`config.mk`:
```
export PLATFORM = sky130hd
export DESIGN_NAME = axi_rd_monitor
export DESIGN_NICKNAME = d
export VERILOG_FILES = /design/src/hdl/mon_pkg.sv /design/src/hdl/trans_lookup.sv /design/src/hdl/trans_table.sv /design/src/hdl/state_change_detect.sv /design/src/hdl/axi_rd_monitor.sv
export VERILOG_INCLUDE_DIRS = /design/src /design/src/hdl
export SDC_FILE = /design/constraint.sdc
export NUM_CORES = 2
export LEC_CHECK = 0
export BUFFER_PORTS_ARGS = -buffer_cell sky130_fd_sc_hd__clkbuf_2
export CAP_MARGIN = 20
export CORE_AREA = 2 2 553 555
export CTS_CLUSTER_SIZE = 20
export DETAILED_ROUTE_END_ITERATION = 10
export DIE_AREA = 0 0 555 557
export PLACE_DENSITY = 0.38
export SLEW_MARGIN = 20
export SYNTH_ARGS = -nofsm -noshare
export SYNTH_HDL_FRONTEND = slang
export SYNTH_SLANG_ARGS = --single-unit
```
`constraint.sdc`:
```
create_clock -name aclk -period 6.25 [get_ports aclk]
set_input_delay 1.25 -clock aclk [delete_from_list [all_inputs] [get_ports aclk]]
set_output_delay 1.25 -clock aclk [all_outputs]
set_load 0.005 [all_outputs]
```
`src/hdl/mon_defs.svh`:
```
// --------------------
// Table depth and field widths of the AXI read monitor
// MON_CNT_W must hold the value MON_MAX_TRANS
// --------------------

`ifndef MON_DEFS_SVH
`define MON_DEFS_SVH

// Number of outstanding transactions tracked
`define MON_MAX_TRANS 16

// Slot index width
`define MON_IDX_W $clog2(`MON_MAX_TRANS)

// AXI ID width
`define MON_ID_W 8

// AXI address width
`define MON_ADDR_W 32

// AXI burst length, beat counters use one bit more
`define MON_LEN_W 8

// Active transaction count width
`define MON_CNT_W 8

`endif

```
`src/hdl/mon_pkg.sv`:
```
// --------------------
// Types shared by the AXI read monitor blocks
// --------------------

`default_nettype none

`include "mon_defs.svh"

package mon_pkg;

        // Transaction lifecycle
        typedef enum logic [2:0] {
                trans_idle       = 3'd0,
                trans_addr_phase = 3'd1,
                trans_data_phase = 3'd2,
                trans_complete   = 3'd3,
                trans_error      = 3'd4,
                trans_orphaned   = 3'd5
        } trans_state_t;

        // Codes handed to the reporter
        typedef enum logic [3:0] {
                evt_none        = 4'h0,
                evt_resp_slverr = 4'h1,
                evt_resp_decerr = 4'h2,
                evt_data_orphan = 4'h3
        } evt_code_t;

        // AR channel fields
        typedef struct packed {
                logic [`MON_ID_W-1:0]   id;
                logic [`MON_ADDR_W-1:0] addr;
                logic [`MON_LEN_W-1:0]  len;
                logic [2:0]             size;
                logic [1:0]             burst;
        } ar_beat_t;

        // R channel fields, the data payload is not tracked
        typedef struct packed {
                logic [`MON_ID_W-1:0] id;
                logic                 last;
                logic [1:0]           resp;
        } r_beat_t;

        typedef struct packed {
                logic                   valid;
                trans_state_t           state;
                logic [`MON_ID_W-1:0]   id;
                logic [`MON_ADDR_W-1:0] addr;
                logic [`MON_LEN_W-1:0]  len;
                logic [2:0]             size;
                logic [1:0]             burst;
                logic                   cmd_received;
                logic                   data_started;
                logic                   data_completed;
                logic [`MON_LEN_W:0]    beat_count;
                logic [`MON_LEN_W:0]    expected_beats;
                evt_code_t              evt_code;
                logic                   event_reported;
        } trans_entry_t;

        typedef trans_entry_t [`MON_MAX_TRANS-1:0] trans_table_t;

endpackage

`default_nettype wire

```
`src/hdl/trans_lookup.sv`:
```
// --------------------
// Combinational searches over the registered table
// Every search returns the lowest qualifying slot
// --------------------

`default_nettype none

`include "mon_defs.svh"

module trans_lookup
        import mon_pkg::*;
(
        input  trans_table_t                trans_table,
        input  ar_beat_t                    ar,
        input  r_beat_t                     r,

        output logic                        ar_match_valid,
        output logic [`MON_IDX_W-1:0]       ar_match_idx,
        output logic                        r_match_valid,
        output logic [`MON_IDX_W-1:0]       r_match_idx,
        output logic                        free_valid,
        output logic [`MON_IDX_W-1:0]       free_idx,
        output logic [`MON_MAX_TRANS-1:0]   cleanup
);

        // --------------------
        // ID and free slot search
        // --------------------

        // Walking down from the top leaves the lowest hit in place
        always_comb begin
                ar_match_valid = 1'b0;
                ar_match_idx   = '0;
                r_match_valid  = 1'b0;
                r_match_idx    = '0;
                free_valid     = 1'b0;
                free_idx       = '0;

                for (int i = `MON_MAX_TRANS - 1; i >= 0; i--) begin
                        if (trans_table[i].valid && trans_table[i].id == ar.id) begin
                                ar_match_valid = 1'b1;
                                ar_match_idx   = i[`MON_IDX_W-1:0];
                        end
                        if (trans_table[i].valid && trans_table[i].id == r.id) begin
                                r_match_valid = 1'b1;
                                r_match_idx   = i[`MON_IDX_W-1:0];
                        end
                        if (!trans_table[i].valid) begin
                                free_valid = 1'b1;
                                free_idx   = i[`MON_IDX_W-1:0];
                        end
                end
        end

        // --------------------
        // Retirement
        // --------------------

        // Finished entries wait for the reporter before they are freed
        always_comb begin
                for (int i = 0; i < `MON_MAX_TRANS; i++) begin
                        cleanup[i] = trans_table[i].valid &&
                                     trans_table[i].event_reported &&
                                     (trans_table[i].state inside {trans_complete,
                                                                   trans_error,
                                                                   trans_orphaned});
                end
        end

endmodule

`default_nettype wire

```
`src/hdl/trans_table.sv`:
```
// --------------------
// Registered table, applies the results of trans_lookup
// Commands and orphan beats that find no free slot are dropped
// Allocation of a command beats orphan creation for the same free slot
// --------------------

`default_nettype none

`include "mon_defs.svh"

module trans_table
        import mon_pkg::*;
(
        input  logic                        aclk,
        input  logic                        rst_n,

        input  logic                        ar_valid,
        input  logic                        ar_ready,
        input  ar_beat_t                    ar,

        input  logic                        r_valid,
        input  logic                        r_ready,
        input  r_beat_t                     r,

        input  logic [`MON_MAX_TRANS-1:0]   event_reported,

        input  logic                        ar_match_valid,
        input  logic [`MON_IDX_W-1:0]       ar_match_idx,
        input  logic                        r_match_valid,
        input  logic [`MON_IDX_W-1:0]       r_match_idx,
        input  logic                        free_valid,
        input  logic [`MON_IDX_W-1:0]       free_idx,
        input  logic [`MON_MAX_TRANS-1:0]   cleanup,

        output trans_table_t                trans_table,
        output logic [`MON_CNT_W-1:0]       active_count
);

        logic                       ar_alloc;
        logic                       ar_accept;
        logic                       r_fire;
        logic                       r_update;
        logic                       r_orphan;
        logic [`MON_CNT_W-1:0]      freed_count;
        logic [`MON_MAX_TRANS-1:0]  valid_mask;
        trans_entry_t               ar_entry;
        trans_entry_t               orphan_entry;

        // A new ID takes a slot as soon as valid is seen, before the handshake
        assign ar_alloc  = ar_valid && !ar_match_valid && free_valid;
        assign ar_accept = ar_valid && ar_ready && ar_match_valid;

        assign r_fire   = r_valid && r_ready;
        assign r_update = r_fire && r_match_valid;
        assign r_orphan = r_fire && !r_match_valid && free_valid && !ar_alloc;

        assign freed_count = `MON_CNT_W'($countones(cleanup));

        always_comb begin
                for (int i = 0; i < `MON_MAX_TRANS; i++) begin
                        valid_mask[i] = trans_table[i].valid;
                end
        end

        // --------------------
        // New entries
        // --------------------

        always_comb begin
                ar_entry                = '0;
                ar_entry.valid          = 1'b1;
                ar_entry.state          = trans_addr_phase;
                ar_entry.id             = ar.id;
                ar_entry.addr           = ar.addr;
                ar_entry.len            = ar.len;
                ar_entry.size           = ar.size;
                ar_entry.burst          = ar.burst;
                ar_entry.cmd_received   = ar_ready;
                ar_entry.expected_beats = {1'b0, ar.len} + 1'b1;
                ar_entry.evt_code       = evt_none;
        end

        // Data with no command behind it
        always_comb begin
                orphan_entry                = '0;
                orphan_entry.valid          = 1'b1;
                orphan_entry.state          = trans_orphaned;
                orphan_entry.id             = r.id;
                orphan_entry.data_started   = 1'b1;
                orphan_entry.data_completed = r.last;
                orphan_entry.beat_count     = 1;
                orphan_entry.evt_code       = evt_data_orphan;
        end

        // --------------------
        // Table update
        // --------------------

        always_ff @(posedge aclk or negedge rst_n) begin
                if (!rst_n) begin
                        trans_table  <= '0;
                        active_count <= '0;
                end else begin
                        // Reporter feedback on live entries
                        for (int i = 0; i < `MON_MAX_TRANS; i++) begin
                                if (event_reported[i] && trans_table[i].valid) begin
                                        trans_table[i].event_reported <= 1'b1;
                                end
                        end

                        if (ar_alloc) begin
                                trans_table[free_idx] <= ar_entry;
                        end

                        // Late AR handshake on an existing entry
                        if (ar_accept) begin
                                trans_table[ar_match_idx].cmd_received <= 1'b1;
                        end

                        if (r_update) begin
                                trans_table[r_match_idx].data_started <= 1'b1;
                                trans_table[r_match_idx].beat_count <=
                                        trans_table[r_match_idx].beat_count + 1'b1;
                                if (r.last) begin
                                        trans_table[r_match_idx].data_completed <= 1'b1;
                                end

                                // Error response overrides completion
                                if (r.resp[1]) begin
                                        trans_table[r_match_idx].state <= trans_error;
                                        trans_table[r_match_idx].evt_code <=
                                                r.resp[0] ? evt_resp_decerr : evt_resp_slverr;
                                end else if (r.last) begin
                                        trans_table[r_match_idx].state <= trans_complete;
                                end else begin
                                        trans_table[r_match_idx].state <= trans_data_phase;
                                end
                        end

                        if (r_orphan) begin
                                trans_table[free_idx] <= orphan_entry;
                        end

                        for (int i = 0; i < `MON_MAX_TRANS; i++) begin
                                if (cleanup[i]) begin
                                        trans_table[i].valid <= 1'b0;
                                        trans_table[i].state <= trans_idle;
                                end
                        end

                        // Allocation and retirement in one cycle both count
                        active_count <= active_count
                                        + {{(`MON_CNT_W-1){1'b0}}, ar_alloc || r_orphan}
                                        - freed_count;
                end
        end

        // --------------------
        // Assertions
        // --------------------

        a_count_bound: assert property (@(posedge aclk) disable iff (!rst_n)
                active_count <= `MON_MAX_TRANS);

        // Counter follows the live slots through every allocation and free
        a_count_live: assert property (@(posedge aclk) disable iff (!rst_n)
                active_count == `MON_CNT_W'($countones(valid_mask)));

endmodule

`default_nettype wire

```
`src/hdl/state_change_detect.sv`:
```
// --------------------
// One cycle flag per slot, one edge after its state moved
// Allocation and freeing are not flagged
// --------------------

`default_nettype none

`include "mon_defs.svh"

module state_change_detect
        import mon_pkg::*;
(
        input  logic                        aclk,
        input  logic                        rst_n,
        input  trans_table_t                trans_table,
        output logic [`MON_MAX_TRANS-1:0]   state_change
);

        logic [`MON_MAX_TRANS-1:0]          prev_valid;
        trans_state_t [`MON_MAX_TRANS-1:0]  prev_state;

        always_ff @(posedge aclk or negedge rst_n) begin
                if (!rst_n) begin
                        prev_valid   <= '0;
                        state_change <= '0;
                        for (int i = 0; i < `MON_MAX_TRANS; i++) begin
                                prev_state[i] <= trans_idle;
                        end
                end else begin
                        for (int i = 0; i < `MON_MAX_TRANS; i++) begin
                                prev_valid[i] <= trans_table[i].valid;
                                prev_state[i] <= trans_table[i].state;

                                // Slot must be live on both sides of the change
                                state_change[i] <= trans_table[i].valid && prev_valid[i] &&
                                                   (trans_table[i].state != prev_state[i]);
                        end
                end
        end

endmodule

`default_nettype wire

```
`src/hdl/axi_rd_monitor.sv`:
```
// --------------------
// AXI4 read port monitor, observes AR and R and never drives ready
// event_reported is a per-slot level from the reporter
// --------------------

`default_nettype none

`include "mon_defs.svh"

module axi_rd_monitor
        import mon_pkg::*;
(
        input  logic                        aclk,
        input  logic                        rst_n,

        // AR channel
        input  logic                        ar_valid,
        input  logic                        ar_ready,
        input  logic [`MON_ID_W-1:0]        ar_id,
        input  logic [`MON_ADDR_W-1:0]      ar_addr,
        input  logic [`MON_LEN_W-1:0]       ar_len,
        input  logic [2:0]                  ar_size,
        input  logic [1:0]                  ar_burst,

        // R channel
        input  logic                        r_valid,
        input  logic                        r_ready,
        input  logic [`MON_ID_W-1:0]        r_id,
        input  logic                        r_last,
        input  logic [1:0]                  r_resp,

        input  logic [`MON_MAX_TRANS-1:0]   event_reported,

        output trans_table_t                trans_table,
        output logic [`MON_CNT_W-1:0]       active_count,
        output logic [`MON_MAX_TRANS-1:0]   state_change
);

        ar_beat_t                   ar;
        r_beat_t                    r;
        logic                       ar_match_valid;
        logic [`MON_IDX_W-1:0]      ar_match_idx;
        logic                       r_match_valid;
        logic [`MON_IDX_W-1:0]      r_match_idx;
        logic                       free_valid;
        logic [`MON_IDX_W-1:0]      free_idx;
        logic [`MON_MAX_TRANS-1:0]  cleanup;

        assign ar = '{id: ar_id, addr: ar_addr, len: ar_len, size: ar_size, burst: ar_burst};
        assign r  = '{id: r_id, last: r_last, resp: r_resp};

        trans_lookup u_lookup (
                .trans_table    (trans_table),
                .ar             (ar),
                .r              (r),
                .ar_match_valid (ar_match_valid),
                .ar_match_idx   (ar_match_idx),
                .r_match_valid  (r_match_valid),
                .r_match_idx    (r_match_idx),
                .free_valid     (free_valid),
                .free_idx       (free_idx),
                .cleanup        (cleanup)
        );

        trans_table u_table (
                .aclk           (aclk),
                .rst_n          (rst_n),
                .ar_valid       (ar_valid),
                .ar_ready       (ar_ready),
                .ar             (ar),
                .r_valid        (r_valid),
                .r_ready        (r_ready),
                .r              (r),
                .event_reported (event_reported),
                .ar_match_valid (ar_match_valid),
                .ar_match_idx   (ar_match_idx),
                .r_match_valid  (r_match_valid),
                .r_match_idx    (r_match_idx),
                .free_valid     (free_valid),
                .free_idx       (free_idx),
                .cleanup        (cleanup),
                .trans_table    (trans_table),
                .active_count   (active_count)
        );

        state_change_detect u_change (
                .aclk           (aclk),
                .rst_n          (rst_n),
                .trans_table    (trans_table),
                .state_change   (state_change)
        );

endmodule

`default_nettype wire

```
==> Word level (Yosys, flattened, before mapping) <==
Index checks and enable logic that the tools add are counted.
Widths: inputs -> output; s select.
{ "totals": {"register_bits": 1416, "inputBits": 86, "out_inout_bits": 1352, "wordCells": 671} }
{ "op_classes": {"add_sub_neg": 19, "n_lt_le_gt_ge": 6, "n_eq_ne": 96, "muxes": 163, "reduce_logical": 144} }
{ "ops": {"columns": ["op", "count"], "rows": [
  ["$bwmux 1328", 10],
  ["$mux 1328", 8],
  ["$demux 83 s4", 7],
  ["$bmux 83 s4", 1],
  ["$eq 8x8->1", 32],
  ["$mux 4", 64],
  ["$logic_and 1x1->1", 124],
  ["$eq 3x3->1 const B", 32],
  ["$mux 83", 1],
  ["$mux 82", 1],
  ["$mux 1", 64],
  ["$add 8x8->8", 7],
  ["$eq 3x2->1 const B", 16],
  ["$ne 3x3->1", 16],
  ["$reduce_bool 3->1", 16],
  ["$mux 23", 2],
  ["$mux 26", 1],
  ["$mux 25", 1],
  ["$mux 24", 1],
  ["$add 1x1->2", 8],
  ["$lt 4x5->1 const B", 3],
  ["$ge 4x1->1 const B", 3],
  ["$add 8x1->9 const B", 1],
  ["$add 9x1->9 const B", 1],
  ["other kinds (6)", 8]
]} }

==> Logic depth before layout (Yosys ltp) <==
{ "logic_depth": {"word_depth": 36, "mapped_depth": 28, "mapped_depth_nobuf": 24} }

==> Hierarchy <==
From an unflattened synthesis, not the netlist that was laid out.
{ "hier_totals": {"hier_cells": 5379, "area_unflattened_um2": 59766.1} }
{ "by_module_without_submodules": {"columns": ["mod", "n_inst", "cells_per_inst", "area_per_inst_um2", "seq_area_each_um2"], "rows": [
  ["trans_table", 1, 4642, 52830.7, 33432.1],
  ["trans_lookup", 1, 577, 4352.9, 0.0],
  ["state_change_detect", 1, 160, 2582.5, 2001.9]
]} }

==> Worst setup path before layout <==
OpenSTA, ideal clock, no wires.
{ "synth_timing": {"kind": "input to register", "start": "input ar_id[4]", "end": "register u_table.active_count[7]", "setup_ps": 80, "t_arrival_ps": 6981, "required_time_ps": 6170, "path_slack_ps": -811, "cell_stages": 28, "path_buffers": 4, "path_cell_list": "clkbuf_1 -> buf_2 -> xor2_1 -> nor3_1 -> nand4_1 -> o31ai_1 -> nor2_1 -> nand2_1 -> nor3_1 -> clkbuf_1 -> nor3_1 -> nor2_1 -> clkinv_1 -> clkbuf_1 -> fa_1 -> fa_1 -> inv_1 -> fa_1 -> inv_1 -> fa_1 -> fa_1 -> ha_1 -> a21oi_1 -> nor2_1 -> nor2_1 -> o21bai_1 -> a21oi_1 -> xnor2_1"} }
{ "synth_via": {"elab_chain_len": 26, "word_cells_on_any_way": 56, "cone_classes": "add/sub (2); eq/ne (16); mux (16); reduce/logical (22)"} }
{ "synth_rtl": {"columns": ["item", "line", "rtl"], "rows": [
  ["from (decl)", "axi_rd_monitor.sv:19", "input logic [`MON_ID_W-1:0] ar_id,"],
  ["$eq 8x8->1", "trans_lookup.sv:40", "if (trans_table[i].valid && trans_table[i].id == ar.id) begin"],
  ["$logic_and 1x1->1", "trans_lookup.sv:40", null],
  ["$mux 1 (15 in a row)", "trans_lookup.sv:40", null],
  ["$mux 1 *", "trans_lookup.sv:40", null],
  ["$logic_not 1->1 *", "trans_table.sv:50", "assign ar_alloc = ar_valid && !ar_match_valid && free_valid;"],
  ["$logic_and 1x1->1 * (2 in a row)", "trans_table.sv:50", null],
  ["$logic_not 1->1", "trans_table.sv:55", "assign r_orphan = r_fire && !r_match_valid && free_valid && !ar_alloc;"],
  ["$logic_and 1x1->1", "trans_table.sv:55", null],
  ["$logic_or 1x1->1 *", "trans_table.sv:153", "+ {{(`MON_CNT_W-1){1'b0}}, ar_alloc || r_orphan}"],
  ["$add 8x1->8 *", "trans_table.sv:152", "active_count <= active_count"],
  ["$sub 8x8->8 *", "trans_table.sv:152", null],
  ["to (signal assigned)", "trans_table.sv:152", null],
  ["to (decl)", "trans_table.sv:36", "output logic [`MON_CNT_W-1:0] active_count"]
]} }
Every way passes the cells marked *; elsewhere a longest branch is shown, timed or not.

==> Worst setup path after layout <==
{ "layout_timing": {"start": "input ar_id[3]", "end": "register u_table.active_count[7]"} }
The elaborated chain is that of the path after synthesis.

==> qor_table.md <==
| Group | Quantity | Reported |
|---|---|---|
| timing | Tightest slew margin relative to the limit | 0.225 |
| layout | Area growth from synthesis to layout | 37.3% |
| logic synthesis | Mean instance size in the synthesized netlist | 10.3 um2 |
| logic synthesis | Most numerous cell types in the synthesized netlist | dfrtp_1, nand2_1, o21ai_0, nor2_1, a22o_1 |
| power and ir drop | Reported leakage power | 39.3 nW |
| setup path | Worst Path Required | 7.01 ns |
| logic synthesis | Sequential share of the synthesized area | 0.597 |
| route | Antenna-violating nets left | 0 |
| die | Floorplan Core Area | 304000 um2 |
| timing | Setup repair after global routing missed its margin | false |
| route | Average vias per placed instance | 4.87 |
| cts | Clock slew at reported path FFs | 0.06 ns |
| power and ir drop | Max IR drop VDD | 0.214 mV |
| placed design | Global placer's final weighted congestion | 1.00 |
| die | Number of ports placed on the die boundary | 1438 |
| logic synthesis | Dominant cell type by area after synthesis | dfrtp_1 |
| setup path | Endpoint of the most critical setup path | u_table.active_count[7] |
| cts | Post-CTS Resized | 0 |
| cts | Number of hold buffers added after cts | 0 |
| logic synthesis | Flip-flop and latch count after synthesis | 1416 |
| setup path | Reg-to-Reg Start | u_table.trans_table[325] |
| grt | Total overflow reported by the global router | 0 |
| logic synthesis | Net count after synthesis | 5866 |
| route | Vias after detailed routing | 57000 |
| grt | Via count of the first global-routing pass | 56100 |
| route | Starting DRC count in detailed routing | 5580 |
| logic synthesis | Top_reg_cell synth | dfrtp_1 |
| cts | Worst-case clock buffer depth | 4 |
| logic synthesis | Proportion of netlist area held by the largest area contributor | 0.597 |
| setup path | Biggest fanout along the worst timing path | 7 |
| die | Total die area | 309000 um2 |
| timing | Highest attainable clock frequency | 169 MHz |
| layout | Sequential cell area | 35400 um2 |
| cts | Clock tree from TritonCTS | done |
| logic synthesis | Async SR Flop Fraction | 1.00 |
| setup path | Reg-to-reg slack, setup | 0.54 ns |
| placed design | Count of buffers from port buffering | 1437 |
| flow run | Max-capacitance violation count | 0 |
| timing | Slew of the pin with the lowest slew margin | 1.16 ns |
| setup path | Worst setup path class | input pin to register |
| timing | Post-route setup TNS | 0 ns |
| grt | Overall global routing resource usage | 0.269 |
| logic synthesis | Post-synthesis cell count | 5744 |
| logic synthesis | Most numerous cell in the Yosys netlist | dfrtp_1 |
| logic synthesis | Number of warnings reported in the yosys synthesis log | 0 |
| grt | Initial antenna violation count | 48 |
| setup path | Crit. Startpoint | ar_id[3] |
| logic synthesis | Largest cells by area after synthesis | dfrtp_1, nand2_1, o21ai_0 |
| layout | Filler cell count in the final layout | 32500 |
| cts | Clock Latency Late Sink | 0.89 ns |
| status | Result of the run | complete, no violations |
| route | Routed wire length | 430000 um |
| layout | Number of nets at the end of the flow | 7665 |
| timing | Minimum clock period after layout | 5.91 ns |
| cts | Root buffer cell | clkbuf_16 |
| setup path | Endpoint of the worst register-to-register path | u_table.active_count[7] |
| timing | Final clock skew | 0.0562 ns |
| setup path | Worst setup SP type | input pin |
| route | Wirelength per Cell | 36.7 um |
| route | Number of search-and-repair iterations in the first detailed-routing pass | 6 |
| layout | Proportion of layout cells with a drive suffix above 1 | 0.322 |
| setup path | Worst setup EP type | register |
| logic synthesis | Post-synth design cell area | 59400 um2 |
| cts | Sinks on Clock Net | 1416 |
| die | Number of placement rows | 203 |
| timing | Post-route clock period utilization | 0.945 |
| grt | Maximum number of pins on one net before global-route repair | 158 |
| logic synthesis | Number of synthesized flops with an enable pin | 0 |
| die | DIE WIDTH | 555 um |
| die | Starting density of the core | 0.195 |
| power and ir drop | P per Cell Area | 425 nW/um2 |
| logic synthesis | Post-synth cell types | 88 |
| grt | First-pass GRT wire length | 560000 um |
| layout | Area of combinational cells with multiple inputs | 22500 um2 |
| route | Residual DRC | 0 |
| timing | Finish-stage setup viols | 0 |
| setup path | Worst r2r path cells | 24 |
| cts | Post-CTS setup repair buffer count | 0 |
| cts | H-tree Lvls | 4 |
| setup path | Critical Path AT | 6.66 ns |
| hold path | Class of the most critical hold timing path | input pin to asynchronous set/reset pin |
| timing | Final slew viol count | 0 |
| timing | Final worst hold slack | 0.316 ns |
| cts | CTS Buf Count | 177 |
| die | Height of the die | 557 um |
| placed design | Detailed Place HPWL | 331000 um |
| timing | Number of failing hold endpoints at the final stage | 0 |
[worst min path at each step]
stage | depth (start not counted) | startpoint | endpoint
CTS | 1 | rst_n | u_table.trans_table[415]
floorplan | 0 | u_table.trans_table[497] | u_change.prev_valid[5]
detailed placement | 2 | u_table.trans_table[687] | u_table.trans_table[687]
global placement | 2 | u_table.trans_table[687] | u_table.trans_table[687]
finish | 1 | rst_n | u_table.trans_table[415]
global route | 1 | rst_n | u_table.trans_table[415]
[where the power goes]
part	leakage (nW)	switching, mW	internal (mW)
clock network	2.90	4.57	6.22
registers	19.0	1.92	11.1
logic	17.5	6.89	3.94
total	39.3	13.4	21.2
[kinds of logic after synthesis]
| logic type | count (synthesis) | synth area share |
|---|---|---|
| flip-flops | 1416 | 0.597 |
| multiplexers | 35 | 0.00624 |
| buffers and inverters | 456 | 0.0338 |
| XOR/XNOR | 319 | 0.0481 |
| AND/OR/NAND/NOR | 1968 | 0.144 |
| AO/OA/AOI/OAI | 1514 | 0.162 |
| adder cells (fa/ha/maj) | 36 | 0.00923 |
[routing by layer]
layer  GRT usage  wire length (um)
met2       0.463            211000
met5           0                87
met1       0.312            163000
met4       0.125             23200
met3      0.0664             32900
[worst max-delay path: stages]
cell,delay [ns]
clkbuf_2,0.23
buf_4,0.22
xor2_1,0.15
nor4_1,0.33
nand3_1,0.13
nor4_1,0.32
buf_4,0.20
nor2_1,0.06
nand2_1,0.12
nor3_4,0.10
and2_4,0.16
nor2_4,0.11
clkinv_4,0.07
fa_2,0.40
fa_1,0.54
inv_1,0.05
fa_1,0.42
inv_1,0.09
fa_1,0.43
ha_1,0.31
ha_2,0.20
a21oi_1,0.14
nor2_1,0.05
nor2_1,0.17
o21bai_1,0.09
a21oi_1,0.16
xnor2_1,0.15
[state kept, by name, summed over array words and instances (netlist names)]
name / count
u_change.prev_valid: 16
u_change.prev_state: 48
u_table.active_count: 8
u_change.state_change: 16
u_table.trans_table: 1328
[per-stage QoR]
stage	utilization	std cells	power [mW]	area (um2)	worst slack, ns
finish	0.268	11700	34.6	81500	0.343
global route	0.268	11700	36.0	81500	0.0381
CTS	0.268	11700	34.9	81500	0.341
detailed placement	0.248	11400	24.0	75500	-0.557
global placement	0.248	11400	24.0	75500	-0.646
floorplan	-	5744	16.6	59500	0.0114
[placed cells by master (no fill, tap or decap), types with 19 or more instances in the layout]
| master | synthesis | routed |
|---|---|---|
| clkbuf_2 | 2 | 1435 |
| dfrtp_1 | 1416 | 1416 |
| nand2_1 | 1013 | 984 |
| o21ai_0 | 633 | 632 |
| buf_4 | 6 | 539 |
| nor2_1 | 368 | 332 |
| a22o_1 | 278 | 278 |
| a21oi_1 | 253 | 253 |
| nand3_1 | 240 | 240 |
| xnor2_1 | 228 | 225 |
| clkbuf_16 | 0 | 179 |
| and3_1 | 93 | 93 |
| a211oi_1 | 84 | 84 |
| xor2_1 | 83 | 80 |
| a31oi_1 | 73 | 72 |
| nor3_1 | 82 | 68 |
| buf_12 | 3 | 59 |
| nand4_1 | 53 | 53 |
| inv_1 | 41 | 41 |
| clkbuf_8 | 0 | 36 |
| clkbuf_1 | 274 | 36 |
| mux2i_1 | 28 | 28 |
| clkinv_2 | 0 | 27 |
| ha_1 | 23 | 21 |
| diode_2 | 0 | 20 |
| nor2_4 | 0 | 20 |
| o22ai_1 | 20 | 20 |
| or3_1 | 21 | 19 |
[final cells by class]
cell class,count,area share
Sequential cell,1416,0.435
Multi-Input combinational cell,3872,0.276
Timing Repair Buffer,2034,0.152
Clock buffer,251,0.0627
Tap cell,3997,0.0613
Clock inverter,65,0.0100
Inverter,42,0.00200
Antenna cell,20,0.000614
Power figures use the tool's default switching activity.
